### src/eightbit_consts.svh
`ifndef EIGHTBIT_CONSTS_SVH
`define EIGHTBIT_CONSTS_SVH

// Data path and address width
`define EIGHTBIT_WORD_W 8

// One instruction is two bytes in memory
`define EIGHTBIT_INST_W 16

`define EIGHTBIT_NUM_REGS 16

// First instruction is fetched from here
`define EIGHTBIT_RESET_PC 8'h00

// Sequential instructions are two bytes apart
`define EIGHTBIT_PC_STEP 8'd2

`endif

### src/isa_pkg.sv
`default_nettype none
`include "eightbit_consts.svh"

package isa_pkg;

    typedef logic [`EIGHTBIT_WORD_W-1:0] word_t;

    typedef logic [`EIGHTBIT_INST_W-1:0] inst_t;

    typedef logic [$clog2(`EIGHTBIT_NUM_REGS)-1:0] reg_idx_t;

    // Values 8 to 15 are decoded but behave as no-ops
    typedef enum logic [3:0] {
        op_jmp  = 4'd0,
        op_lod  = 4'd1,
        op_str  = 4'd2,
        op_add  = 4'd3,
        op_addi = 4'd4,
        op_lodi = 4'd5,
        op_nand = 4'd6,
        op_jeqz = 4'd7
    } opcode_t;

endpackage

`default_nettype wire

### src/register_file.sv
`default_nettype none
`include "eightbit_consts.svh"

module register_file
    import isa_pkg::*;
(
    input  wire           clk,
    input  wire           rst,
    input  wire reg_idx_t rd_idx_a,
    input  wire reg_idx_t rd_idx_b,
    input  wire reg_idx_t rd_idx_c,
    output word_t         rd_a,
    output word_t         rd_b,
    output word_t         rd_c,
    input  wire           wb_en,
    input  wire opcode_t  wb_op,
    input  wire reg_idx_t wb_idx,
    input  wire word_t    wb_val,
    output logic          ready
);

    word_t regs [`EIGHTBIT_NUM_REGS];
    logic  has_result;

    always_comb begin
        case (wb_op)
            op_lod, op_add, op_addi, op_lodi, op_nand: has_result = 1'b1;
            default: has_result = 1'b0; // Jumps, stores and no-ops write nothing
        endcase
    end

    assign rd_a = regs[rd_idx_a];
    assign rd_b = regs[rd_idx_b];
    assign rd_c = regs[rd_idx_c];

    always_ff @(posedge clk or posedge rst) begin
        if (rst) begin
            for (int i = 0; i < `EIGHTBIT_NUM_REGS; i++)
                regs[i] <= '0;
            ready <= 1'b0;
        end else begin
            ready <= wb_en;
            if (wb_en && !ready && has_result)
                regs[wb_idx] <= wb_val; // One write per enable
        end
    end

endmodule

`default_nettype wire

### config.mk
export PLATFORM = sky130hd
export DESIGN_NAME = register_file
export DESIGN_NICKNAME = d
export VERILOG_FILES = /design/src/isa_pkg.sv /design/src/register_file.sv
export VERILOG_INCLUDE_DIRS = /design/src
export SDC_FILE = /design/constraint.sdc
export NUM_CORES = 1
export LEC_CHECK = 0
export BUFFER_PORTS_ARGS = -buffer_cell sky130_fd_sc_hd__clkbuf_2
export CAP_MARGIN = 20
export CELL_PAD_IN_SITES_DETAIL_PLACEMENT = 1
export CELL_PAD_IN_SITES_GLOBAL_PLACEMENT = 1
export CORE_MARGIN = 3
export CORE_UTILIZATION = 30
export CTS_CLUSTER_SIZE = 40
export DETAILED_ROUTE_END_ITERATION = 16
export PLACE_DENSITY_LB_ADDON = 0.25
export SYNTH_ARGS = -nofsm -noshare
export SYNTH_HDL_FRONTEND = slang
export SYNTH_SLANG_ARGS = --single-unit
### constraint.sdc
create_clock -name clk -period 4.4 [get_ports clk]
set_input_delay 0.22 -clock clk [delete_from_list [all_inputs] [get_ports clk]]
set_output_delay 0.22 -clock clk [all_outputs]
set_load 0.01 [all_outputs]
After elaboration in Yosys (flattened, before gate mapping). Cells that the tools add are included.

Word-level logic and storage cells: 49. Memories kept: 0. Register bits after elaboration: 129. Output and inout bits: 25. Bits in read-only memories: 0. Memory bits (writable): 0. Bits in latches: 0. Bits of input ports: 31.

Multipliers: 0. Divide/modulo/power cells: 0. Order comparisons: 5. Shift-type cells: 0. Equal/unequal tests: 5. Add/subtract/negate cells: 0. Reduce and logical (&&, ||, !) cells: 5. Bitwise gates (word level): 4. Multiplexer cells: 13.

Operators by type and width (number): 128-bit bitwise mux (1); 8-bit binary-select mux with 4-bit select (3); 8-bit two-way mux (7); 8-bit demux with 4-bit select (1); 5-bit >= comparator, second input constant (4); 4-bit inverter with 5-bit output (4); 4-bit by 3-bit == test with 1-bit output, second input constant (3); 5-bit by 1-bit < comparator with 1-bit output, second input constant (1); 5-bit OR reduction (1); 4-bit by 1-bit == test with 1-bit output, second input constant (1); 4-bit by 2-bit == test with 1-bit output, second input constant (1); 1-bit logical AND (3); 1-bit logical NOT (1); 1-bit two-way mux (1).

Depth between registers and ports, before layout.
Depth in word-level cells: 6. Gate-level depth with buffers: 6. Mapped depth without buffers: 4.

Worst setup path before layout. No wires, ideal clock.

Path kind: register to register. From: reg ready. To: reg regs[100] in the netlist's numbering. Buffers on the path: 1. Required time: 4.275 ns. Slack: 2.452 ns. Library setup time: 0.125 ns. Clock period less this slack: 1.948 ns. Cell stages (with the launch flop): 6. Data arrival time: 1.823 ns. Cells stage by stage: dfrtp_1 -> or3b_4 -> nor4b_4 -> and3_1 -> buf_4 -> mux2_2.

Cells in the longest elaborated chain, start to end: 3.

Ends and longest elaborated chain: start: declaration (line register_file.sv:19) `output logic ready`; start signal: assignment (line register_file.sv:42) `ready <= wb_en;`; 1-bit logical NOT (line register_file.sv:43) `if (wb_en && !ready && has_result)`; 1-bit logical AND (2 in a row) (line register_file.sv:43); end signal: indexed assignment (line register_file.sv:44) `regs[wb_idx] <= wb_val;`; end: declaration (line register_file.sv:22) `` word_t regs [`EIGHTBIT_NUM_REGS]; ``.

No other way between the ends. A chain may end at the register's enable or synchronous reset.

Final worst setup path.
From: in rd_idx_b[0]. To: out rd_b[2].

Cells in the longest elaborated chain, start to end: 4.

Ends and longest elaborated chain: start: declaration (line register_file.sv:10) `input wire reg_idx_t rd_idx_b,`; 4-bit inverter with 5-bit output (not written as such) (line register_file.sv:33) `assign rd_b = regs[rd_idx_b];`; 8-bit binary-select mux with 4-bit select (line register_file.sv:33); 8-bit two-way mux (not written as such) (2 in a row) (line register_file.sv:33); end: declaration (line register_file.sv:13) `output word_t rd_b,`.

No other way between the ends. The select of a mux whose other input is x is not followed.

==> metrics <==
grt total ovfl=0; I/O pin count=56; num rows=58; total number of vias=about 5200; synth unique cells=22; compound-cell area share of the yosys netlist=4.613%; outcome=finished, violations left; fill count=between 2000 and 3000; Post-Syn Instances=514; clk sinks=around 130; die width=roughly 170 um; Crit. End Element=output port; # H-tree levels=4; DRT antenna net count=0; peak supply drop=0.2378 mV; crit start category=input pin; most frequent cells in the layout=129 x dfrtp_1, 128 x mux2_2, 96 x mux4_2, 55 x clkbuf_2, 48 x a22oi_1; hold_ws=-0.001727 ns; commonest non-fill, non-tap cell in the layout=dfrtp_1; per-cell routed wire length=between 20 and 30 um; mapped cell area=between 7000 and 8000 um2; Int Pwr=approximately 2500 uW; setup violators final=0; Initial Util=between 30% and 40%; XOR/XNOR Fraction of Synth Area=0%; first-pass detailed-route iteration total=4; post-synth top area cell=dfrtp_1; arrival time of the worst setup path=2.45 ns; combinational fraction of design power=approximately 18%; setup ws final=approximately 1.7 ns; vias per cell=5.845; Slew Limit Fails=0; final wirelength=~25000 um; CTS Buffer Depth=2; largest net degree at the start of global routing=~70; vias in the first global route=just under 6000; worst slew pin tran=roughly 1.1 ns; Overall Global Routing Usage=between 15 and 20%; Seq pwr share=41.7%; violated checks=hold timing; Adder-Cell Fraction of Synth Area=0%; multiplexer share of the synthesized area=46.13%; top post-synthesis cells by area=dfrtp_1 41%, mux4_2 28%, mux2_2 18%; Fmax=around 370 MHz; DIE HEIGHT=between 150 and 200 um; Layout area overhead=14.98%; area share of the largest cell type after synthesis=between 40% and 50%; area of the die=28010 um2; Req. time, crit path=between 4 and 5 ns; Rel. slew slack=around 25%; I/O Buffers=between 50 and 60; DRC=0; first-pass GRT wire length=approximately 38000 um; Final Critical Period=around 2.7 ns; grt met3 use=4.958%; NetSw=around 960 uW; worst hold path class=input pin to async pin; GR Layer Usage met2=between 30% and 40%; PwrDens=385.1 nW/um2; unrepaired setup endpoints after global routing=false; crit path max fanout=23; period utilisation layout=between 60 and 70%; CTS clk-pin slew, worst paths=around 0.06 ns; Synth Net Count=545; Placement Setup Slack=around 1.7 ns; NumNets Final=between 500 and 600; worst setup path category=input pin to output port; Ant. Diodes=0; synth warn=0; FF+latch count, synth=about 130; TritonCTS clock tree=yes; combinational family with the most area after synthesis=multiplexers; max-cap violation count=0; root buf cell=clkbuf_16; Core Region=~25000 um2; Switching Share=around 28%; setup TNS=0 ns; initial detailed-routing violation count=roughly 430; Pleak=roughly 0.0040 uW; Simple-Gate Fraction of Synth Area=5.254%; initial antenna violation count=1; sequential area share after synthesis=41.33%; Clk pwr share=40.7%; Fin. Hold Viols=2; DP HPWL=16470 um; layout cells sized above 1=approximately three fifths; Clock Skew=0.009285 ns; Syn Area/Cell=between 15 and 20 um2; GPL Wtd Cong=between 0.7 and 0.8; global-route met1 utilization=24.49%; clock buffer count from CTS=17; GRT Max-Usage Layer=met2; Clock Latency Late Sink=between 0.4 and 0.5 ns
==> final cells by class <==
| type | count | area [um2] | share of cell area, % |
|---|---|---|---|
| Tap cell | 330 | 412.9 | 4.597 |
| Clock inverter | 14 | 141.4 | 1.574 |
| Timing Repair Buffer | 67 | 379.1 | 4.221 |
| Multi-Input combinational cell | 338 | 4374 | 48.70 |
| Inverter | 1 | 6.256 | 0.06966 |
| Sequential cell | 129 | 3228 | 35.94 |
| Clock buffer | 18 | 439.2 | 4.890 |
==> synth_stat cells <==
library cell  instances
nand2_1              25
buf_4                 3
nor2_1                5
and2_1                3
clkbuf_1             21
nand3_2               1
nand2_2              12
or3b_4                1
nand2b_1              2
inv_1                 1
nor4b_4               1
mux4_2               96
mux2_2              128
nor4_4                3
buf_1                 5
buf_2                17
dfrtp_1             129
a22oi_1              48
and3_1                3
nor2b_1               8
nor2_2                1
and3_2                1
==> metrics by stage <==
stage / util (%) / area, um2 / total power, uW / hold slack [ns] / std cells
after floorplan: - / 7811 / 1864 / 0.2514 / 514
after global placement: 32.84 / 8342 / 2038 / 0.3416 / 859
after detailed placement: 32.87 / 8349 / 2065 / 0.3553 / 860
after CTS: 35.20 / 8940 / 3479 / 0.02220 / 893
after global routing: 35.36 / 8981 / 3622 / 0.05877 / 897
final: 35.36 / 8981 / 3458 / -0.001727 / 897
==> sequential cells by signal (all words and copies together) (netlist names) <==
register and cells:
ready 1, regs 128
==> logic make-up after synthesis <==
group                  count (synthesis)
multiplexers                         224
AND/OR/NAND/NOR                       66
AO/OA/AOI/OAI                         48
flip-flops                           129
buffers and inverters                 47
==> per-layer routing <==
layer | wire length (um) | vias to the layer above
met1 | 10800 | 2864
met5 | 13 | -
met4 | 575 | 2
li1 | - | 2146
met2 | 12540 | 188
met3 | 1561 | 43
==> critical path, stage by stage <==
cell and delay, ns:
clkbuf_2 0.73, buf_4 0.38, mux4_2 0.54, a22oi_1 0.28, nand2_1 0.12, clkbuf_2 0.15
==> final timing paths <==
kind,from,endpoint,slack (ns),cells after the start
worst max-delay path,rd_idx_b[0],rd_b[2],1.73,6
worst min-delay path,rst,regs[126]$_DFFE_PP0P_,-0.002,2
worst max register to register,ready$_DFF_PP0_,regs[37]$_DFFE_PP0P_,1.89,4
worst min register to register,regs[127]$_DFFE_PP0P_,regs[127]$_DFFE_PP0P_,0.55,1
max in group asynchronous,rst,regs[109]$_DFFE_PP0P_,3.41,3
min in group clk,wb_val[3],regs[35]$_DFFE_PP0P_,0.31,2
==> what timing repair did <==
item                                   CTS  global route
buffers inserted                         0             0
endpoints found under the hold margin    1             0
hold buffers                             1             0
resized for setup                        0             0
==> power groups by stage <==
stage / registers [uW] / logic (uW) / clock network (uW)
3_3_place_gp: 1440 / 595 / 0
3_5_place_dp: 1460 / 610 / 0
5_1_grt: 1460 / 659 / 1510
2_1_floorplan: 1410 / 455 / 0
6_report: 1440 / 610 / 1410
4_1_cts: 1440 / 613 / 1430
No activity file was read; power rests on OpenSTA's default activity.
