$ cat src/eightbit_consts.svh
`ifndef EIGHTBIT_CONSTS_SVH
`define EIGHTBIT_CONSTS_SVH

// Data path and address width
`define EIGHTBIT_WORD_W 8

// One instruction is two bytes in memory
`define EIGHTBIT_INST_W 16

`define EIGHTBIT_NUM_REGS 16

// First instruction is fetched from here
`define EIGHTBIT_RESET_PC 8'h00

// Sequential instructions are two bytes apart
`define EIGHTBIT_PC_STEP 8'd2

`endif

$ cat src/isa_pkg.sv
`default_nettype none
`include "eightbit_consts.svh"

package isa_pkg;

    typedef logic [`EIGHTBIT_WORD_W-1:0] word_t;

    typedef logic [`EIGHTBIT_INST_W-1:0] inst_t;

    typedef logic [$clog2(`EIGHTBIT_NUM_REGS)-1:0] reg_idx_t;

    // Values 8 to 15 are decoded but behave as no-ops
    typedef enum logic [3:0] {
        op_jmp  = 4'd0,
        op_lod  = 4'd1,
        op_str  = 4'd2,
        op_add  = 4'd3,
        op_addi = 4'd4,
        op_lodi = 4'd5,
        op_nand = 4'd6,
        op_jeqz = 4'd7
    } opcode_t;

endpackage

`default_nettype wire

$ cat src/decode.sv
`default_nettype none

module decode
    import isa_pkg::*;
(
    input  wire        clk,
    input  wire        en,
    input  wire inst_t inst,
    output opcode_t    op,
    output reg_idx_t   reg0,
    output reg_idx_t   reg1,
    output reg_idx_t   reg2,
    output word_t      imm,
    output logic       ready
);

    opcode_t inst_op;
    logic    long_imm;

    assign inst_op  = opcode_t'(inst[15:12]);
    assign long_imm = (inst_op == op_jmp) || (inst_op == op_lodi); // Full low byte

    // Fields are taken only in the first cycle of en, fetch may move on after that
    always_ff @(posedge clk) begin
        if (en && !ready) begin
            op   <= inst_op;
            reg0 <= inst[11:8];
            reg1 <= inst[7:4];
            reg2 <= inst[3:0];
            imm  <= long_imm ? inst[7:0] : word_t'(inst[3:0]);
        end
    end

    always_ff @(posedge clk) begin
        ready <= en;
    end

endmodule

`default_nettype wire

$ cat config.mk
export PLATFORM = sky130hd
export DESIGN_NAME = decode
export DESIGN_NICKNAME = d
export VERILOG_FILES = /design/src/isa_pkg.sv /design/src/decode.sv
export VERILOG_INCLUDE_DIRS = /design/src
export SDC_FILE = /design/constraint.sdc
export NUM_CORES = 1
export LEC_CHECK = 0
export BUFFER_PORTS_ARGS = -buffer_cell sky130_fd_sc_hd__buf_2
export CAP_MARGIN = 40
export CORE_MARGIN = 2
export CORE_UTILIZATION = 40
export CTS_CLUSTER_DIAMETER = 200
export DETAILED_ROUTE_END_ITERATION = 10
export PLACE_DENSITY_LB_ADDON = 0.3
export SETUP_SLACK_MARGIN = 0.1
export SLEW_MARGIN = 20
export SYNTH_ARGS = -nofsm -noshare
export SYNTH_HDL_FRONTEND = slang
export SYNTH_SLANG_ARGS = --single-unit
export TNS_END_PERCENT = 100
$ cat constraint.sdc
create_clock -name clk -period 1.8 [get_ports clk]
set_input_delay 0.09 -clock clk [delete_from_list [all_inputs] [get_ports clk]]
set_output_delay 0.09 -clock clk [all_outputs]
set_load 0.01 [all_outputs]
# After elaboration in Yosys (flattened, before gate mapping)
# Cells that the tools add are included.
# totals
ff_bits	25
inputBits	18
output_inout_bits	25
elab_cells	12
# classes
eq_ne	1
reduce_logical	4
# ops
cell	count
equality test 4 x 3 -> 1 bit (second input constant)	1
logical NOT 4 bit	1
logical AND 1 bit	1
logical NOT 1 bit	1
logical OR 1 bit	1

# Depth between registers and ports, before layout
# Gate-level depths: netlist of run 1.
# depth
ltp_word	2
depth_mapped	2
depth_no_buf	2

# Worst setup path after synthesis of run 1
# OpenSTA, ideal clock, no wires.
# synth_timing
kind	register to register
start	register ready
end	register imm[4], enable pin
setup_time_ns	0.399
arrival_ns	1.263
required_ns	1.401
setup_slack_ns	0.139
path_stages_with_launch	2
path_buffers	0
synth_period_minus_slack_ns	1.661
cell_sequence	dfxtp_1 > nor2b_1
# synth_via
elab_chain_cells	2
# synth_lines
element	line_no	rtl
start: declaration	decode.sv:14	output logic ready
start signal: assignment	decode.sv:35	ready <= en;
logical NOT 1 bit	decode.sv:25	if (en && !ready) begin
logical AND 1 bit	decode.sv:25	
end signal: assignment	decode.sv:30	imm <= long_imm ? inst[7:0] : word_t'(inst[3:0]);
end: declaration	decode.sv:13	output word_t imm,
# Every way passes these cells.
# A chain may end at the register's enable or synchronous reset.

# Worst setup path in the final report of run 1
# layout_timing
start	input port en
end	register reg0[0], enable pin
# layout_via
elab_chain_cells	1
# layout_lines
element	line_no	rtl
start: declaration	decode.sv:7	input wire en,
logical AND 1 bit	decode.sv:25	
end signal: assignment	decode.sv:27	reg0 <= inst[11:8];
end: declaration	decode.sv:10	output reg_idx_t reg0,
# Every way passes these cells.

==> results.cfg, run 1 <==
[worst_hold_path]
hp-start = en
min_to = ready
min_path_cells = 2
min_path_type = primary input to flop

[power_and_ir_drop]
powerDensity_nw_per_um2 = 794
vdd_drop_max_mv = 0.565
p_total_mw = 0.875
leakage_nw = 0.487

[sta]
period_needed_ns = 1.12
maxSlewViolCount = 0
max_freq_mhz = 891
worst_slew_pin_slew_ns = 0.282
relSlewSlack_pct = 81.1
hold_violations = 0
tns_ns = 0
rsz0062_at_grt = no
clock_skew_ns = 0.00433
period_share_pct = 62.4
setup_viol = 0

[clocking]
clockRootBuffer = clkbuf_4
path_clk_slew_ns = 0.10
ctsHoldBuffers = 17
cts_tree = yes
cts_setup_buffers = 0
cts-htree-levels = 1
clockBufferDepth = 2
insertion_delay_ns = 0.29
cts_buffers = 3
ctsResizeCount = 0
clkSinkCount = 21

[floorplan]
die_h_um = 45.7
core_um2 = 1670
start_util_pct = 41.6
die_area_um2 = 2090
rows = 15
io_pins = 43
die_w_um = 45.7

[worst_setup_path]
r2r-end = reg0[0]
crit_buf_inv = 3
reg2reg_depth = 2
critical-path-top-delay-family = buffers and inverters
crit_type = primary input to flop
cp.required_ns = 1.78
rrSetupSlack_ns = 0.80
end_kind = flop
cp.arrival_ns = 1.10
max_stage_delay_ns = 0.52
r2r_start = ready
crit_slowest_cell = dlygate4sd3_1
cp_cell_sequence = dlygate4sd3_1 -> buf_2 -> nor2b_2 -> buf_4
cp.depth = 4
startpoint_type = primary input
crit_fanout = 20

[logic_synthesis]
yosysWarnings = 0
synthDominantCellAreaShare_pct = 86.5
synth_area_um2 = 694
postSynthNetCount = 50
ys_ff_latch = 21
netlist_instances = 32
yosys-top-cells-area = edfxtp_1, buf_4, and3_1
ys_types = 7
avgSynthCellArea_um2 = 21.7
yosysTopAreaCell = edfxtp_1
seq_area_frac_synth_pct = 89.4

[layout]
nets = 111
area_growth_pct = 58.7
diodes = 0
final_core_util_pct = 66.0
instances_no_fill = 109
drive_above_1_share_pct = 51.1
final_area_um2 = 1100

[place]
gp_congestion = 0.662
port_buffers = 42
dpl.cell_count = 88
placed_area_um2 = 906

[global_route]
grt_max_degree = 21
grt_pass1_wl_mm = 1.98
grt_pass1_vias = 478
overflow = 0
antenna_found_initial = 0
grtUsageTotal_pct = 14.2

[route]
wl_per_cell_um = 12.9
vias_per_cell = 4.49
ant_nets = 0
vias = 489
drtIter0Drc = 7
firstDrtPassIters = 3
drt-total-wl_mm = 1.41
drc = 0

[flow_run]
max-cap-violations = 0

[status]
outcome = complete, no violations
[sequential cells by signal, indices dropped and copies added, names as in the netlist]
register and count:
reg2 4, reg1 4, ready 1, reg0 4, imm 4, op 4
[worst max path at each step]
stage / end / from / slack (ns)
3_3_place_gp: op[2] / ready / 0.83
3_5_place_dp: op[2] / ready / 0.82
6_report: reg0[0] / en / 0.68
2_1_floorplan: imm[4] / ready / 0.14
5_1_grt: reg2[2] / en / 0.64
4_1_cts: imm[6] / en / 0.70
[where the power goes]
part           internal [mW]  switching [mW]  total (mW)
Clock                 0.0861           0.126       0.212
Combinational         0.0565          0.0435       0.100
Sequential             0.557         0.00573       0.563
Total                  0.700           0.175       0.875
[cells in the final DEF (no fill, tap or decap)]
cell / instances
buf_2: 42
edfxtp_1: 20
dlygate4sd3_1: 17
and3_1: 4
clkbuf_4: 3
nor2b_2: 1
xnor2_1: 1
nor2_1: 1
clkbuf_1: 1
buf_4: 1
dfxtp_1: 1
[cell type report]
type	instances	area, um2
Tap cell	17	21.3
Clock buffer	4	26.3
Sequential cell	21	621
Timing Repair Buffer	60	388
Fill cell	117	568
Multi-Input combinational cell	7	46.3
[kinds of logic (layout without fill, tap and decap cells)]
family	after synthesis	after routing	share of synthesized area, %
DFF	21	21	89.4
buffers and inverters	4	64	4.32
xor gates and xnor gates	1	1	1.26
and+or+nand+nor	6	6	5.04
[Yosys cell counts]
library cell,number
edfxtp_1,20
and3_1,4
nor2b_1,1
nor2_1,1
dfxtp_1,1
xnor2_1,1
buf_4,4
[routing by layer]
| layer | wire (um) | part of all wire (%) | up-vias | global-route usage [%] |
|---|---|---|---|---|
| li1 | - | - | 236 | - |
| met1 | 522 | 37 | 225 | 15.3 |
| met2 | 790 | 56 | 28 | 26.5 |
| met3 | 91 | 6.5 | 0 | 3.17 |
| met4 | 0 | 0 | 0 | 5.29 |
| met5 | 0 | 0 | - | 0 |
[stage by stage]
| stage | hold WS, ns | setup WS, ns |
|---|---|---|
| after global routing | 0.460 | 0.641 |
| after CTS | 0.433 | 0.698 |
| after floorplan | 0.118 | 0.139 |
| after detailed placement | 0.207 | 0.815 |
| final | 0.450 | 0.677 |
| after global placement | 0.206 | 0.826 |
Power figures use the tool's default switching activity.
==> run 2: changes to the inputs <==
ABC_AREA = 1   (was unset)
CORE_ASPECT_RATIO = 0.7   (was unset)
CORE_UTILIZATION = 37   (was 40)
clock period = 0.9 ns   (was 1.8 ns; I/O delays follow)
==> results.cfg, run 2 <==
[status]
outcome = finished, violations left
violations = negative setup slack

[floorplan]
die_w_um = 56.7
io_pins = 43
rows = 13
die_h_um = 40.9
die_area_um2 = 2320
start_util_pct = 39.1
core_um2 = 1840

[sta]
relSlewSlack_pct = 91.4
period_share_pct = 102
period_needed_ns = 0.919
setup_viol = 16
tns_ns = -0.279
setup_ws_ns = -0.0190
max_freq_mhz = 1090
rsz0062_at_grt = yes
hold_violations = 0
worst_slew_pin_slew_ns = 0.128
maxSlewViolCount = 0
clock_skew_ns = 0.00221
whs_ns = 0.175

[place]
hpwl_um = 899
gp_congestion = 0.683
placed_area_um2 = 963
port_buffers = 42
preCtsSetupSlack_ns = 0.0143

[global_route]
antenna_found_initial = 0
grt_pass1_wl_mm = 1.87
overflow = 0
grt_max_degree = 17
grt_pass1_vias = 426
grtUsageTotal_pct = 11.9

[layout]
final_common_cell = buf_2
final_area_um2 = 1170
nets = 121
fill_cells = 152
final_core_util_pct = 63.6
mostFrequentLayoutCells = buf_2, edfxtp_1, dlygate4sd3_1
diodes = 0
area_growth_pct = 62.6
drive_above_1_share_pct = 50.0

[route]
drc = 0
drtIter0Drc = 8
ant_nets = 0
vias = 516
wl_per_cell_um = 10.7
vias_per_cell = 4.16
firstDrtPassIters = 4
drt-total-wl_mm = 1.33

[logic_synthesis]
synthSimpleGateAreaFrac_pct = 5.91
seq_area_frac_synth_pct = 86.3
synthDominantCellAreaShare_pct = 83.5
avgSynthCellArea_um2 = 17.5
yosys-top-cells-area = edfxtp_1, buf_4, inv_1
synth_xor_area_share_pct = 0
yosysWarnings = 0
synth_fa_ha_area_share_pct = 0
yosysTopAreaCell = edfxtp_1
yosysMostFrequentCell = edfxtp_1
synth_top_family_by_area = buffers and inverters
synthMuxAreaShare_pct = 0
synth_area_um2 = 719
async_reset_ff_share_pct = 0
postSynthNetCount = 59
ys_top_cells_by_count = edfxtp_1, inv_1, nor2_1, buf_4, nand2_1
netlist_instances = 41
ys_ff_latch = 21
ys_types = 8
synth-edff-count = 20
synthFlopType = edfxtp_1
synth-compound-area-share_pct = 0

[clocking]
insertion_delay_ns = 0.29
cts-htree-levels = 1
path_clk_slew_ns = 0.10
cts_buffers = 3
clkSinkCount = 21
cts_tree = yes
clockRootBuffer = clkbuf_4
cts_setup_buffers = 0
clockBufferDepth = 2

[worst_setup_path]
startpoint_type = flop
crit_fanout = 16
end_kind = flop
worstSetupStartpoint = ready
crit_type = flop to flop
r2r_start = ready
cp.arrival_ns = 0.93
cp.required_ns = 0.92

[worst_hold_path]
hp-start = inst[13]
min_path_type = primary input to flop

[power_and_ir_drop]
vdd_drop_max_mv = 1.12
powerDensity_nw_per_um2 = 1510
leakage_nw = 0.525

[flow_run]
max-cap-violations = 0
-- run 2: cells by family (layout without fill, tap and decap cells) --
kind of cell	count (synthesis)	count (layout)
and+or+nand+nor	9	9
buffers and inverters	11	72
DFF	21	21
-- run 2: path summary, 6_finish.rpt --
path,to,slack [ns],depth (start not counted)
worst max register to register,imm[6],-0.02,2
worst max-delay path,imm[6],-0.02,2
worst min-delay path,imm[5],0.17,4
worst min register to register,op[0],0.71,2
-- run 2: critical path, stage by stage (launching register included) --
cell	delay, ns
dfxtp_2	0.35
nor2_4	0.12
buf_12	0.16
-- run 2: cell type report --
cell class	count	area (um2)	share of cell area [%]
Inverter	7	26.3	2.25
Timing Repair Buffer	61	418	35.7
Sequential cell	21	622	53.2
Multi-Input combinational cell	9	50.0	4.28
Tap cell	22	27.5	2.35
Clock buffer	4	26.3	2.25
-- run 2: power by group --
group          switching [mW]  internal, mW
sequential             0.0122          1.11
clock                   0.247         0.172
combinational          0.0933         0.126
-- run 2: timing repair --
| item | CTS | global route |
|---|---|---|
| gates resized for setup | 0 | 2 |
| hold endpoints to repair | 17 | 0 |
| gates cloned | 0 | 0 |
| hold buffers | 17 | 0 |
| setup endpoints to repair | 45 | 45 |
-- run 2: per-stage QoR --
step | total power, mW | cells
after floorplan | 1.22 | 41
after global placement | 1.31 | 103
after CTS | 1.78 | 124
after detailed placement | 1.31 | 103
final | 1.77 | 124
after global routing | 1.85 | 124
-- run 2: layer usage --
layer,vias to the layer above,track usage [%],share of wire (%),wire (um)
li1,260,-,-,-
met2,27,22.7,53,707
met5,-,0,0,0
met3,0,6.31,11,140
met4,0,3.57,0,0
met1,229,11.9,36,480
==> run 3: changes to the inputs <==
CTS_BUF_LIST = sky130_fd_sc_hd__clkbuf_16   (was unset)
==> results.cfg, run 3 (synthesis results as in run 2) <==
[status]
outcome = complete, no violations

[layout]
diodes = 0
final_common_cell = buf_2
drive_above_1_share_pct = 52.0
area_growth_pct = 68.5
mostFrequentLayoutCells = buf_2, edfxtp_1, dlygate4sd3_1
nets = 121

[worst_setup_path]
cp_cell_sequence = nor2_4 -> buf_12
crit_fanout = 16
rrSetupSlack_ns = 0.006
crit_slowest_cell = dfxtp_2
end_kind = flop
cp.required_ns = 0.86
startpoint_type = flop
cp.arrival_ns = 0.86
crit_type = flop to flop
max_stage_delay_ns = 0.33

[global_route]
overflow = 0
grtUsageTotal_pct = 12.6
busiest_layer = met2
grt_max_degree = 17
grt_pass1_vias = 452
grtUsageMet2_pct = 23.8
antenna_found_initial = 0
grt_util_met3_pct = 8.20
grt_pass1_wl_mm = 1.94
grt_use_met1_pct = 11.7

[floorplan]
start_util_pct = 39.1
rows = 13
die_area_um2 = 2320
die_h_um = 40.9
die_w_um = 56.7
io_pins = 43
core_um2 = 1840

[route]
vias = 510
drc = 0
firstDrtPassIters = 3
drtIter0Drc = 11
vias_per_cell = 4.11
drt-total-wl_mm = 1.40
wl_per_cell_um = 11.3
ant_nets = 0

[sta]
period_share_pct = 99.3
worst_slew_pin_slew_ns = 0.119
period_needed_ns = 0.894
rsz0062_at_grt = yes
max_freq_mhz = 1120
clock_skew_ns = 0.00154
whs_ns = 0.229
setup_viol = 0
hold_violations = 0
tns_ns = 0
maxSlewViolCount = 0
relSlewSlack_pct = 92.0

[clocking]
cts_buffers = 3
cts_tree = yes
cts_setup_buffers = 0
cts-htree-levels = 1
clockRootBuffer = clkbuf_16
insertion_delay_ns = 0.25
path_clk_slew_ns = 0.05
clkSinkCount = 21
clockBufferDepth = 2

[power_and_ir_drop]
leakage_nw = 0.547
powerDensity_nw_per_um2 = 1840
vdd_drop_max_mv = 2.06

[place]
port_buffers = 42
hpwl_um = 899
gp_congestion = 0.683

[flow_run]
max-cap-violations = 0

[worst_hold_path]
min_path_type = primary input to flop
## run 3: worst max-delay path, delay by kind of cell, from the launching register on
kind,cells,cell delay [ns]
flip-flops,1,0.33
AND/OR/NAND/NOR,1,0.12
buffers and inverters,1,0.16
## run 3: routing by layer
| layer | share of wire [%] | up-vias |
|---|---|---|
| met5 | 0 | - |
| met3 | 12 | 0 |
| li1 | - | 256 |
| met4 | 0 | 0 |
| met2 | 53 | 26 |
| met1 | 35 | 228 |
## run 3: cell type report
type / count / area (um2)
flip-flops and latches: 21 / 622
multi-input cells: 9 / 50.0
inverters: 7 / 26.3
repair buffers: 61 / 408
clock inverters: 1 / 3.75
well taps: 22 / 27.5
fillers: 152 / 626
clock buffers: 3 / 75.1
## run 3: where the power goes
| part | switching (mW) | internal, mW | leakage [nW] |
|---|---|---|---|
| combinational | 0.0941 | 0.122 | 0.307 |
| clock | 0.299 | 0.590 | 0.0423 |
| sequential | 0.0118 | 1.12 | 0.198 |
| total | 0.405 | 1.83 | 0.547 |
## run 3: path summary, 6_finish.rpt
check                 from       to  depth (start not counted)
hold / removal    inst[15]   imm[5]                          4
setup / recovery     ready  reg0[0]                          2
setup reg to reg     ready  reg0[0]                          2
hold reg to reg      ready   imm[6]                          2
## run 3: timing repair
item,in CTS,in global routing
setup endpoints to repair,34,46
hold endpoints to repair,16,1
hold buffers,16,1
gates resized for setup,0,2
## run 3: stage by stage
step	total power, mW	instances	util, %	cell area [um2]	worst slack (ns)
2_1_floorplan	1.22	41	-	728	-0.127
3_3_place_gp	1.31	103	52.4	963	0.0303
3_5_place_dp	1.31	103	52.4	963	0.0143
4_1_cts	2.25	123	65.4	1200	-0.00319
5_1_grt	2.33	124	66.0	1210	-0.0217
6_report	2.24	124	66.0	1210	0.00587
