==> src/eightbit_consts.svh <==
`ifndef EIGHTBIT_CONSTS_SVH
`define EIGHTBIT_CONSTS_SVH

// Data path and address width
`define EIGHTBIT_WORD_W 8

// One instruction is two bytes in memory
`define EIGHTBIT_INST_W 16

`define EIGHTBIT_NUM_REGS 16

// First instruction is fetched from here
`define EIGHTBIT_RESET_PC 8'h00

// Sequential instructions are two bytes apart
`define EIGHTBIT_PC_STEP 8'd2

`endif

==> src/bus_pkg.sv <==
`default_nettype none
`include "eightbit_consts.svh"

package bus_pkg;

    typedef logic [`EIGHTBIT_WORD_W-1:0] addr_t;

    // Encoded as {en, ready} of a pipeline stage
    typedef enum logic [1:0] {
        st_idle      = 2'b00,
        st_resetting = 2'b01,
        st_busy      = 2'b10,
        st_complete  = 2'b11
    } stage_state_t;

    typedef enum logic [1:0] {
        own_none,
        own_fetch,
        own_exec
    } bus_owner_t;

endpackage

`default_nettype wire

==> src/isa_pkg.sv <==
`default_nettype none
`include "eightbit_consts.svh"

package isa_pkg;

    typedef logic [`EIGHTBIT_WORD_W-1:0] word_t;

    typedef logic [`EIGHTBIT_INST_W-1:0] inst_t;

    typedef logic [$clog2(`EIGHTBIT_NUM_REGS)-1:0] reg_idx_t;

    // Values 8 to 15 are decoded but behave as no-ops
    typedef enum logic [3:0] {
        op_jmp  = 4'd0,
        op_lod  = 4'd1,
        op_str  = 4'd2,
        op_add  = 4'd3,
        op_addi = 4'd4,
        op_lodi = 4'd5,
        op_nand = 4'd6,
        op_jeqz = 4'd7
    } opcode_t;

endpackage

`default_nettype wire

==> src/fetch.sv <==
`default_nettype none

module fetch
    import isa_pkg::*, bus_pkg::*;
(
    input  wire        clk,
    input  wire        rst,
    input  wire        en,
    input  wire addr_t pc,
    input  wire word_t data_in,
    input  wire        mem_ready,
    output addr_t      addr,
    output logic       mem_req,
    output inst_t      inst_out,
    output logic       ready
);

    typedef enum logic [2:0] {
        f_idle,
        f_hi,
        f_lo,
        f_done,
        f_drain
    } fetch_fsm_t;

    fetch_fsm_t state;
    word_t      hi_byte;

    assign mem_req = (state == f_hi) || (state == f_lo) || (state == f_drain);
    assign ready   = (state == f_done);

    always_ff @(posedge clk or posedge rst) begin
        if (rst) begin
            state <= f_idle;
        end else begin
            case (state)
                f_idle: if (en) state <= f_hi;
                f_hi: begin
                    if (mem_ready)
                        state <= en ? f_lo : f_idle;
                    else if (!en)
                        state <= f_drain; // A beat may already be on the bus
                end
                f_lo: begin
                    if (mem_ready)
                        state <= en ? f_done : f_idle;
                    else if (!en)
                        state <= f_drain;
                end
                f_done: if (!en) state <= f_idle;
                f_drain: if (mem_ready) state <= f_idle; // Result is thrown away
                default: state <= f_idle;
            endcase
        end
    end

    always_ff @(posedge clk) begin
        if (state == f_idle && en)
            addr <= pc;
        if (state == f_hi && mem_ready) begin
            hi_byte <= data_in;
            addr    <= addr + 1'b1; // Low byte follows the high byte
        end
        if (state == f_lo && mem_ready && en)
            inst_out <= {hi_byte, data_in};
    end

endmodule

`default_nettype wire

==> config.mk <==
export PLATFORM = sky130hd
export DESIGN_NAME = fetch
export DESIGN_NICKNAME = d
export VERILOG_FILES = /design/src/bus_pkg.sv /design/src/isa_pkg.sv /design/src/fetch.sv
export VERILOG_INCLUDE_DIRS = /design/src
export SDC_FILE = /design/constraint.sdc
export NUM_CORES = 1
export LEC_CHECK = 0
export ABC_AREA = 1
export BUFFER_PORTS_ARGS = -buffer_cell sky130_fd_sc_hd__buf_2
export CORE_MARGIN = 3
export CORE_UTILIZATION = 56
export CTS_BUF_LIST = sky130_fd_sc_hd__clkbuf_8
export CTS_CLUSTER_DIAMETER = 60
export CTS_CLUSTER_SIZE = 16
export DETAILED_ROUTE_END_ITERATION = 8
export PLACE_DENSITY_LB_ADDON = 0.05
export REMOVE_ABC_BUFFERS = 1
export SLEW_MARGIN = 20
export SYNTH_ARGS = -nofsm -noshare
export SYNTH_HDL_FRONTEND = slang
export SYNTH_SLANG_ARGS = --single-unit
==> constraint.sdc <==
create_clock -name clk -period 4.69 [get_ports clk]
set_clock_uncertainty 0.05 [all_clocks]
set_input_delay 0.469 -clock clk [delete_from_list [all_inputs] [get_ports clk]]
set_output_delay 0.469 -clock clk [all_outputs]
set_load 0.05 [all_outputs]
After elaboration in Yosys (flattened, before gate mapping) --
Cells that the tools add are included.
Operators by class: mux-type cells 11, reduce and logical (&&, ||, !) cells 9, $add $sub $neg 1, equal/unequal tests 7
Operator list (number):
- two-way mux 3 bit | 6
- two-way mux 8 bit | 2
- one-hot mux 3 bit (5 select lines) | 1
- adder 8 x 1 -> 8 bit, second input constant | 1
- equality test 3 x 2 -> 1 bit, second input constant | 2
- != test 2 bit, second input constant | 3
- logical AND 1 bit | 4
- two-way mux 2 bit | 2
- equality test 3 x 1 -> 1 bit, second input constant | 1
- equality test 3 bit, second input constant | 1
- zero test 3 bit | 1
- AND reduction 3 bit | 1
- logical OR 1 bit | 2
- nonzero test 2 bit | 1
Storage, ports and cells: output and inout port bits 26, word-level logic and storage cells 32, register bits after elaboration 35

Depth between registers and ports, before layout --
Gate-level depths: netlist of the first run.
depth in word-level cells 4, mapped depth 7, mapped depth without buffers 7

Least setup slack after synthesis of the first run --
No wires, ideal clock.
kind register to output, from register state[0], to output ready, data arrival time 1.567 ns, stages on the path, launching flop included 3, path slack 2.604 ns, data required time 4.171 ns, cell sequence dfrtp_1 > inv_1 > nor3_1
On the way: word-level cells in the longest chain between the ends 1
Ends and longest elaborated chain:
- start, declared | line fetch.sv:26 | fetch_fsm_t state;
- start signal, assigned | line fetch.sv:34 | state <= f_idle;
- start signal, assigned | line fetch.sv:37 | f_idle: if (en) state <= f_hi;
- start signal, assigned | line fetch.sv:40 | state <= en ? f_lo : f_idle;
- equality test 3 x 2 -> 1 bit | line fetch.sv:30 | assign ready = (state == f_done);
- end, declared | line fetch.sv:15 | output logic ready
Every way passes these cells.

Worst setup path in the final report of the first run --
from register state[0], to output mem_req
On the way: word-level cells in the longest chain between the ends 3
Ends and longest elaborated chain:
- equality test 3 x 1 -> 1 bit / equality test 3 x 2 -> 1 bit (equally long branches) | line fetch.sv:29 | assign mem_req = (state == f_hi) || (state == f_lo) || (state == f_drain);
- logical OR 1 bit | line fetch.sv:29
- logical OR 1 bit (*) | line fetch.sv:29
- end, declared | line fetch.sv:13 | output logic mem_req,
Mark *: on every way between the ends. The rest lies on a longest branch, timed or not.

==> flow_metrics.py, run 1 <==
metrics = {
    "power_and_ir_drop": {
        "peakVddDrop_mv": 0.495,
        "internal-power_mw": 0.690,
        "combPwrFrac_pct": 36.4,
        "netSwitchingFraction_pct": 41.4,
        "p_leak_nw": 0.826,
        "p_switching_mw": 0.488,
        "p_clk_share_pct": 22.2,
        "power.density_mw_per_mm2": 643,
        "seqPwrFrac_pct": 41.4,
    },
    "critical_path": {
        "path_cells": "inv_1, nand3_1, nand3_1, buf_2",
        "startpoint_type": "flop",
        "critPathMostFrequentCell": "nand3_1",
        "cpPeakStageDelay_ps": 440,
        "critPathMaxFanout": 6,
        "critPathLaunch": "state[0]$_DFFE_PP0P_",
        "ff2ff_path_depth": 5,
        "crit_arrival_ps": 1440,
        "r2r_end": "addr[5]$_DFFE_PP_",
        "required_ps": 4170,
        "critPathKind": "reg2out",
        "reg2reg_slack_ps": 2800,
        "endpoint_kind": "output pin",
        "path_delay_family": "flip-flops",
        "critPathSlowestCell": "dfrtp_1",
        "cp-endpoint": "mem_req",
        "path_buf_inv": 2,
        "r2r-start": "state[1]$_DFFE_PP0P_",
        "critical_path_depth": 4,
    },
    "die": {
        "die_x_um": 57.2,
        "start_util_pct": 62.6,
        "placement_rows": 17,
        "dieArea_mm2": 0.00327,
        "core-area_mm2": 0.00234,
        "ios": 46,
        "die_h_um": 57.2,
    },
    "place": {
        "gp_congestion": 0.829,
        "place_hpwl_um": 1970,
        "place.port_buffers": 45,
    },
    "timing": {
        "setup_tns_ps": 0,
        "period_needed_ps": 1960,
        "finalHoldWorstSlack_ps": 319,
        "finalSetupViolCount": 0,
        "maxSlewViolCount": 0,
        "relSlewSlack_pct": 51.8,
        "max_freq_ghz": 0.511,
        "period_share_pct": 41.7,
        "grt_setup_unrepaired": "no",
        "finalHoldViolCount": 0,
        "tightest_slew_ps": 718,
    },
    "routing": {
        "num_vias": 1032,
        "avgRoutedWirePerCell_um": 14.3,
        "finalWirelength_um": 2840,
        "drt_iter0_drc": 37,
        "via_per_inst": 5.19,
        "firstDrtPassIters": 4,
        "drc_errors": 0,
        "final_antenna_net_count": 0,
    },
    "clocking": {
        "cts_resized": 0,
        "cts-root-buf": "clkbuf_8",
        "clk_path_buf_depth": 2,
        "cts_buffers": 5,
        "clkLatencyLatePin_ps": 290,
        "htree_levels": 2,
        "clk_pin_slew_ps": 70,
        "clkSinkCount": 35,
        "cts_tree": "done",
    },
    "finish": {
        "antenna_cells": 0,
        "area_delta_synth_final_pct": 25.0,
        "nets": 191,
        "drive_above_1_share_pct": 34.5,
    },
    "yosys": {
        "syn_inst": 118,
        "ys_seq_elements": 35,
        "yosysUniqueCellTypes": 22,
        "yosysSeqAreaShare_pct": 70.7,
        "synthesis.area_mm2": 0.00147,
        "avgSynthCellArea_um2": 12.4,
        "yosys_warnings": 0,
    },
    "hold_path": {
        "hold_path.startpoint": "data_in[5]",
        "hold_depth": 1,
        "min_path_type": "in2reg",
    },
    "flow_run": {
        "drv_cap": 0,
    },
    "grt": {
        "grt_max_degree": 17,
        "grt_remaining_overflow": 0,
        "grt_pass1_vias": 988,
        "grt_usage_pct": 18.8,
        "grt_pass1_wl_um": 4480,
        "antenna_found_initial": 0,
    },
    "outcome": {
        "outcome": "finished clean",
    },
}
-- repair_timing --
action	4_1_cts	5_1_grt
hold buffers	1	0
hold endpoints to repair	3	0
setup buffers	0	0
-- cell type report --
cell class	instances	area [um^2]
inverters	13	51.3
flip-flops and latches	35	1040
fillers	157	508
well taps	28	35.0
repair buffers	46	235
multi-input cells	69	367
clock buffers	5	68.8
clock inverters	3	38.8
-- metal layers --
metal	routed length, um	GRT usage, %	up-vias	part of all wire (%)
li1	-	-	510	-
met1	1090	21.5	469	38
met2	1440	30.7	45	51
met3	241	7.92	8	8.5
met4	65	8.61	0	2.3
met5	0	0	-	0
-- worst reg2reg max path: cells and delay by family (launching register included) --
kind | cells | cell delay, ps
AOI/OAI and AO/OA | 1 | 410
buffers and inverters | 1 | 120
DFF | 1 | 440
and+or+nand+nor | 3 | 510
-- cell families after synthesis --
| family | after synthesis | share of synthesized area, % |
|---|---|---|
| AOI/OAI and AO/OA | 12 | 5.12 |
| xor gates and xnor gates | 3 | 1.79 |
| adders and majority gates | 1 | 0.854 |
| buffers and inverters | 14 | 4.27 |
| DFF | 35 | 70.7 |
| and+or+nand+nor | 53 | 17.3 |
-- worst min path at each step --
| stage | endpoint | slack (ps) |
|---|---|---|
| floorplan | state[0]$_DFFE_PP0P_ | 170 |
| global placement | state[0]$_DFFE_PP0P_ | 280 |
| detailed placement | state[0]$_DFFE_PP0P_ | 290 |
| CTS | inst_out[5]$_DFFE_PP_ | 310 |
| global route | hi_byte[3]$_DFFE_PP_ | 310 |
| finish | inst_out[5]$_DFFE_PP_ | 320 |
-- stage by stage --
step | power, mW | instance area (um^2) | instances | util [%] | setup WS, ps
after global placement | 0.899 | 1710 | 190 | 73.3 | 2730
after floorplan | 0.814 | 1450 | 117 | - | 2600
after CTS | 1.18 | 1830 | 199 | 78.3 | 2650
final | 1.18 | 1830 | 199 | 78.3 | 2730
after detailed placement | 0.917 | 1710 | 190 | 73.3 | 2670
after global routing | 1.24 | 1830 | 199 | 78.3 | 2640
-- flip-flops by register name, summed over array words and instances, names as in the netlist --
signal	flops
hi_byte	8
addr	8
state	3
inst_out	16
-- Yosys cell counts, drive strengths merged --
master,instances,area [um^2]
nor3,1,5.00
xor2,2,17.5
edfxtp,32,961
nand2,30,123
dfrtp,3,75.1
ha,1,12.5
nand4,2,12.5
inv,13,51.3
nand3,11,55.1
buf,1,11.3
a21oi,1,5.00
nor2,9,57.6
o21ai,8,47.6
o21bai,3,22.5
xnor2,1,8.76
-- cell usage in the layout, fill, tap and decap left out --
master / synthesis / layout
ha_1: 1 / 1
nand2_2: 1 / 1
xor2_1: 2 / 2
xnor2_1: 1 / 1
edfxtp_1: 32 / 32
o21ai_0: 4 / 3
dfrtp_1: 3 / 3
nor2_8: 1 / 1
clkinv_1: 0 / 1
nand2_4: 1 / 1
nor3_1: 1 / 1
o21ai_2: 2 / 2
o21ai_1: 2 / 3
a21oi_1: 1 / 1
nor2_4: 1 / 1
buf_2: 0 / 45
nand2_1: 28 / 28
clkbuf_8: 0 / 5
dlygate4sd3_1: 0 / 1
clkinv_2: 0 / 1
inv_4: 1 / 1
o21bai_1: 3 / 3
nand3_1: 11 / 11
nor2_1: 7 / 7
inv_1: 12 / 12
nand4_1: 2 / 2
bufinv_16: 0 / 1
-- power groups by stage --
stage | registers [mW] | logic, mW | clock network [mW]
floorplan | 0.602 | 0.212 | 0
global placement | 0.486 | 0.413 | 0
detailed placement | 0.491 | 0.426 | 0
CTS | 0.485 | 0.430 | 0.264
global route | 0.494 | 0.464 | 0.281
finish | 0.487 | 0.428 | 0.261
Power figures use the tool's default switching activity.
==> run 2, diff against run 1 <==
--- a/config.mk
+++ b/config.mk
@@ -6,10 +6,10 @@
 export SDC_FILE = /design/constraint.sdc
 export NUM_CORES = 1
 export LEC_CHECK = 0
-export ABC_AREA = 1
+export ABC_AREA = 0
 export BUFFER_PORTS_ARGS = -buffer_cell sky130_fd_sc_hd__buf_2
 export CORE_MARGIN = 3
-export CORE_UTILIZATION = 56
+export CORE_UTILIZATION = 51
 export CTS_BUF_LIST = sky130_fd_sc_hd__clkbuf_8
 export CTS_CLUSTER_DIAMETER = 60
 export CTS_CLUSTER_SIZE = 16
==> constraint.sdc (replaced) <==
create_clock -name clk -period 1.91 [get_ports clk]
set_clock_uncertainty 0.05 [all_clocks]
set_input_delay 0.191 -clock clk [delete_from_list [all_inputs] [get_ports clk]]
set_output_delay 0.191 -clock clk [all_outputs]
set_load 0.05 [all_outputs]
==> flow_metrics.py, run 2 <==
metrics = {
    "outcome": {
        "outcome": "finished clean",
    },
    "clocking": {
        "cts_buffers": 5,
        "cts_setup_buffers": 0,
        "clkSinkCount": 35,
        "cts-root-buf": "clkbuf_8",
        "clkLatencyLatePin_ps": 280,
        "htree_levels": 2,
        "clk_pin_slew_ps": 70,
        "clk_path_buf_depth": 2,
        "cts_tree": "done",
    },
    "timing": {
        "tightest_slew_ps": 424,
        "max_freq_ghz": 0.581,
        "period_needed_ps": 1720,
        "finalSetupViolCount": 0,
        "period_share_pct": 90.1,
        "maxSlewViolCount": 0,
        "grt_setup_unrepaired": "no",
        "relSlewSlack_pct": 71.7,
        "finalHoldViolCount": 0,
    },
    "yosys": {
        "synth_area_leaders": "edfxtp_1 68%, dfrtp_1 5.3%, nand2_1 2.9%, nand3_1 2.5%, nand4bb_4 2.0%",
        "yosysSeqAreaShare_pct": 73.5,
        "synth_most_common_cell": "edfxtp_1",
        "async_flop_share_pct": 8.57,
        "yosysUniqueCellTypes": 29,
        "yosys_most_used_dff": "edfxtp_1",
        "netlist_top_cells_count": "32 x edfxtp_1, 11 x nand2_1, 7 x nand3_1",
        "synth_top_area_cell": "edfxtp_1",
        "synth-edff-count": 32,
        "syn_inst": 94,
        "synthesis.area_mm2": 0.00141,
        "avgSynthCellArea_um2": 15.0,
        "yosys_warnings": 0,
        "ys_seq_elements": 35,
        "netlist.area_leader.share_pct": 68.1,
    },
    "finish": {
        "final_common_cell": "buf_2",
        "layout_common_cells": "45 x buf_2, 32 x edfxtp_1, 11 x nand2_1",
        "largest_register_ffs": 16,
        "antenna_cells": 0,
        "regMostFlops": "inst_out",
        "fin_cells": 176,
        "reg_top3": "inst_out: 16 flops, addr: 8 flops, hi_byte: 8 flops",
        "drive_above_1_share_pct": 38.4,
        "nets": 166,
        "final_core_utilization_pct": 70.2,
        "area_delta_synth_final_pct": 26.7,
    },
    "routing": {
        "drt_iter0_drc": 14,
        "drc_errors": 0,
        "final_antenna_net_count": 0,
        "firstDrtPassIters": 4,
        "num_vias": 915,
        "via_per_inst": 5.20,
        "avgRoutedWirePerCell_um": 14.0,
        "finalWirelength_um": 2470,
    },
    "grt": {
        "antenna_found_initial": 0,
        "grt_max_degree": 17,
        "grt_remaining_overflow": 0,
        "grt_pass1_wl_um": 3910,
        "grt_usage_pct": 15.9,
        "grt_pass1_vias": 873,
    },
    "hold_path": {
        "min_path_type": "in2reg",
    },
    "critical_path": {
        "critPathMaxFanout": 16,
        "crit_arrival_ps": 1820,
        "required_ps": 2010,
        "endpoint_kind": "flop",
        "cpPeakStageDelay_ps": 470,
        "startpoint_type": "flop",
        "critPathSlowestCell": "dfrtp_1",
        "path_cells": "nand4bb_4, inv_1, o211ai_1, nand3_1",
        "path_delay_family": "simple AND/OR/NAND/NOR gates",
        "path_buf_inv": 1,
        "critPathKind": "reg2reg",
    },
    "power_and_ir_drop": {
        "p_leak_nw": 0.727,
        "power.density_mw_per_mm2": 1080,
        "peakVddDrop_mv": 0.941,
    },
    "place": {
        "place.port_buffers": 45,
        "gp_congestion": 0.722,
        "place_hpwl_um": 1720,
        "dp_cells": 167,
    },
    "die": {
        "start_util_pct": 55.4,
        "dieArea_mm2": 0.00343,
        "ios": 46,
        "placement_rows": 18,
        "core-area_mm2": 0.00254,
        "die_h_um": 58.6,
        "die_x_um": 58.6,
    },
    "flow_run": {
        "drv_cap": 0,
    },
}
-- run 2: cell types whose count changed after synthesis, sizes merged, moves of 4 or more --
cell / change
nor2: -9
nand2: -19
inv: -10
nand3: -4
-- run 2: what timing repair did --
| action | CTS | global route |
|---|---|---|
| hold endpoints to repair | 3 | 0 |
| hold buffers | 1 | 0 |
| gates resized for setup | 0 | 0 |
-- run 2: worst paths after layout --
| kind | from | slack (ps) | cells after the start | to |
|---|---|---|---|---|
| setup / recovery | state[2]$_DFFE_PP0P_ | 190 | 4 | addr[6]$_DFFE_PP_ |
| hold / removal | data_in[5] | 50 | 1 | inst_out[5]$_DFFE_PP_ |
| setup reg to reg | state[2]$_DFFE_PP0P_ | 190 | 4 | addr[6]$_DFFE_PP_ |
| hold reg to reg | hi_byte[2]$_DFFE_PP_ | 370 | 0 | inst_out[10]$_DFFE_PP_ |
| max in group asynchronous | rst | 1420 | 3 | state[2]$_DFFE_PP0P_ |
| min in group asynchronous | rst | 260 | 3 | state[0]$_DFFE_PP0P_ |
-- run 2: routing by layer --
layer  GRT usage (%)  routed length (um)  vias up
met1            18.9                 981      420
met3            6.80                 203        4
met5               0                   0        -
met2            24.9                1240       34
li1                -                   -      457
met4            7.77                  42        0
-- run 2: worst register-to-register path, cell delays in order (launching register included) --
cell and delay, ps:
dfrtp_1 470, nand4bb_4 390, inv_1 410, o211ai_1 160, nand3_1 110
-- run 2: layout make-up --
cell class              instances  area [um^2]
clock buffers                   5         68.8
clock inverters                 3         38.8
fillers                       187          758
inverters                       3         11.3
multi-input cells              52          344
flip-flops and latches         35         1040
well taps                      30         37.5
repair buffers                 48          250
-- run 2: metrics by stage --
step	setup slack [ps]	TNS [ps]	power, mW	cell area [um^2]	hold WS [ps]
6_report	189	0	1.93	1790	45.3
3_5_place_dp	189	0	1.31	1670	13.7
2_1_floorplan	-450	-7200	1.21	1390	-105
4_1_cts	160	0	1.95	1790	37.9
5_1_grt	6.03	0	2.02	1790	36.4
3_3_place_gp	278	0	1.30	1670	10.8
-- run 2: power by group --
part / total, mW / internal, mW / leakage [nW] / switching [mW]
combinational: 0.333 / 0.102 / 0.336 / 0.231
sequential: 0.965 / 0.906 / 0.335 / 0.0586
clock: 0.628 / 0.381 / 0.0556 / 0.247
total: 1.93 / 1.39 / 0.727 / 0.536
-- run 2: cell families (layout without fill, tap and decap cells) --
kind of cell | Yosys count | count (layout) | share of synthesized area, %
adders and majority gates | 1 | 1 | 0.887
xor gates and xnor gates | 3 | 3 | 1.86
muxes | 1 | 1 | 0.710
AOI/OAI and AO/OA | 14 | 14 | 6.12
buffers and inverters | 7 | 59 | 2.48
DFF | 35 | 35 | 73.5
and+or+nand+nor | 33 | 33 | 14.5
==> run 3, diff against run 2 <==
--- a/config.mk
+++ b/config.mk
@@ -9,13 +9,14 @@
 export ABC_AREA = 0
 export BUFFER_PORTS_ARGS = -buffer_cell sky130_fd_sc_hd__buf_2
 export CORE_MARGIN = 3
-export CORE_UTILIZATION = 51
+export CORE_UTILIZATION = 40
 export CTS_BUF_LIST = sky130_fd_sc_hd__clkbuf_8
 export CTS_CLUSTER_DIAMETER = 60
 export CTS_CLUSTER_SIZE = 16
 export DETAILED_ROUTE_END_ITERATION = 8
-export PLACE_DENSITY_LB_ADDON = 0.05
+export PLACE_DENSITY = 0.65
 export REMOVE_ABC_BUFFERS = 1
+export SETUP_SLACK_MARGIN = 0.15
 export SLEW_MARGIN = 20
 export SYNTH_ARGS = -nofsm -noshare
 export SYNTH_HDL_FRONTEND = slang
==> flow_metrics.py, run 3 (synthesized netlist as in run 2, its figures left out) <==
metrics = {
    "power_and_ir_drop": {
        "power_mw": 2.09,
        "p_leak_nw": 0.738,
        "power.density_mw_per_mm2": 1120,
        "peakVddDrop_mv": 0.486,
    },
    "timing": {
        "finalHoldViolCount": 0,
        "max_freq_ghz": 0.607,
        "grt_setup_unrepaired": "no",
        "period_share_pct": 86.3,
        "setup_ws_ps": 261,
        "maxSlewViolCount": 0,
        "period_needed_ps": 1650,
        "finalSetupViolCount": 0,
        "relSlewSlack_pct": 82.8,
        "finalHoldWorstSlack_ps": 39.6,
        "tightest_slew_ps": 259,
    },
    "critical_path": {
        "required_ps": 1670,
        "path_delay_family": "flip-flops",
        "path_cells": "nor2b_1, o31a_1, buf_2",
        "critPathSlowestCell": "dfrtp_2",
        "critPathKind": "reg2out",
        "critPathMaxFanout": 11,
        "crit_arrival_ps": 1410,
        "path_buf_inv": 1,
        "cpPeakStageDelay_ps": 480,
        "startpoint_type": "flop",
        "endpoint_kind": "output pin",
    },
    "clocking": {
        "clkSinkCount": 35,
        "cts_buffers": 5,
        "cts_tree": "done",
        "clkLatencyLatePin_ps": 280,
        "htree_levels": 2,
        "clk_path_buf_depth": 2,
        "cts-root-buf": "clkbuf_8",
        "clk_pin_slew_ps": 70,
    },
    "finish": {
        "regMostFlops": "inst_out",
        "largest_register_ffs": 16,
        "reg_top3": "inst_out: 16 flops, addr: 8 flops, hi_byte: 8 flops",
        "final_common_cell": "buf_2",
        "layout_common_cells": "45 x buf_2, 32 x edfxtp_1, 11 x nand2_1",
        "nets": 169,
        "area_delta_synth_final_pct": 31.9,
        "antenna_cells": 0,
        "drive_above_1_share_pct": 41.6,
        "final_core_utilization_pct": 58.1,
    },
    "routing": {
        "finalWirelength_um": 2450,
        "via_per_inst": 4.80,
        "final_antenna_net_count": 0,
        "wl_met3_um": 263,
        "avgRoutedWirePerCell_um": 12.7,
        "drt_iter0_drc": 68,
        "num_vias": 927,
        "drc_errors": 0,
        "firstDrtPassIters": 5,
        "dr_wl_met2_um": 1100,
        "wl_met1_um": 1030,
        "top_layer_used": "met4",
    },
    "die": {
        "placement_rows": 20,
        "ios": 46,
        "die_h_um": 65.4,
        "start_util_pct": 44.0,
        "core-area_mm2": 0.00320,
        "dieArea_mm2": 0.00427,
        "die_x_um": 65.4,
    },
    "outcome": {
        "outcome": "finished clean",
    },
    "grt": {
        "grt_pass1_wl_um": 3730,
        "antenna_found_initial": 0,
        "grt_pass1_vias": 819,
        "grt_max_degree": 17,
        "grt_remaining_overflow": 0,
        "grt_usage_pct": 12.0,
    },
    "flow_run": {
        "drv_cap": 0,
    },
    "hold_path": {
        "min_path_type": "in2reg",
    },
    "place": {
        "place_hpwl_um": 1780,
        "gp_congestion": 0.775,
        "place.port_buffers": 45,
        "dp_slack_ps": 183,
    },
}
run 3: changes by cell type in the layout (fill, tap and decap cells not counted), sizes merged:
cell | before | now
buf | 47 | 50
inv | 3 | 2
bufinv | 1 | 2
clkinvlp | 0 | 2
clkinv | 2 | 0
run 3: final timing paths:
check | startpoint | to | slack, ps | depth (start not counted)
setup / recovery | state[0]$_DFFE_PP0P_ | mem_req | 260 | 3
hold / removal | data_in[1] | inst_out[1]$_DFFE_PP_ | 40 | 1
setup reg to reg | state[1]$_DFFE_PP0P_ | addr[5]$_DFFE_PP_ | 260 | 3
hold reg to reg | hi_byte[3]$_DFFE_PP_ | inst_out[11]$_DFFE_PP_ | 370 | 0
max in group asynchronous | rst | state[0]$_DFFE_PP0P_ | 1410 | 3
min in group asynchronous | rst | state[1]$_DFFE_PP0P_ | 260 | 3
run 3: power by group:
part / internal (mW) / total (mW) / switching [mW]
Combinational: 0.111 / 0.346 / 0.235
Clock: 0.520 / 0.778 / 0.257
Sequential: 0.907 / 0.963 / 0.0564
run 3: metrics by stage:
stage	std cells	cell area, um^2	TNS, ps
after detailed placement	181	1690	0
after global placement	181	1690	0
final	193	1860	0
after floorplan	90	1390	-7200
after CTS	190	1830	0
after global routing	193	1860	0
run 3: metal layers:
layer,track usage (%),up-vias
li1,-,460
met5,0,-
met4,6.22,0
met1,14.2,416
met3,5.98,6
met2,18.1,45
run 3: cell type report:
class	count	area (um^2)
Clock buffer	5	68.8
Clock inverter	3	67.6
Fill cell	279	1340
Inverter	3	15.0
Multi-Input combinational cell	52	344
Sequential cell	35	1040
Tap cell	44	55.1
Timing Repair Buffer	51	273
run 3: timing repair:
item,4_1_cts,5_1_grt
hold endpoints to repair,3,0
setup endpoints to repair,0,6
gates resized for setup,0,2
hold buffers,1,0
setup buffers,0,3
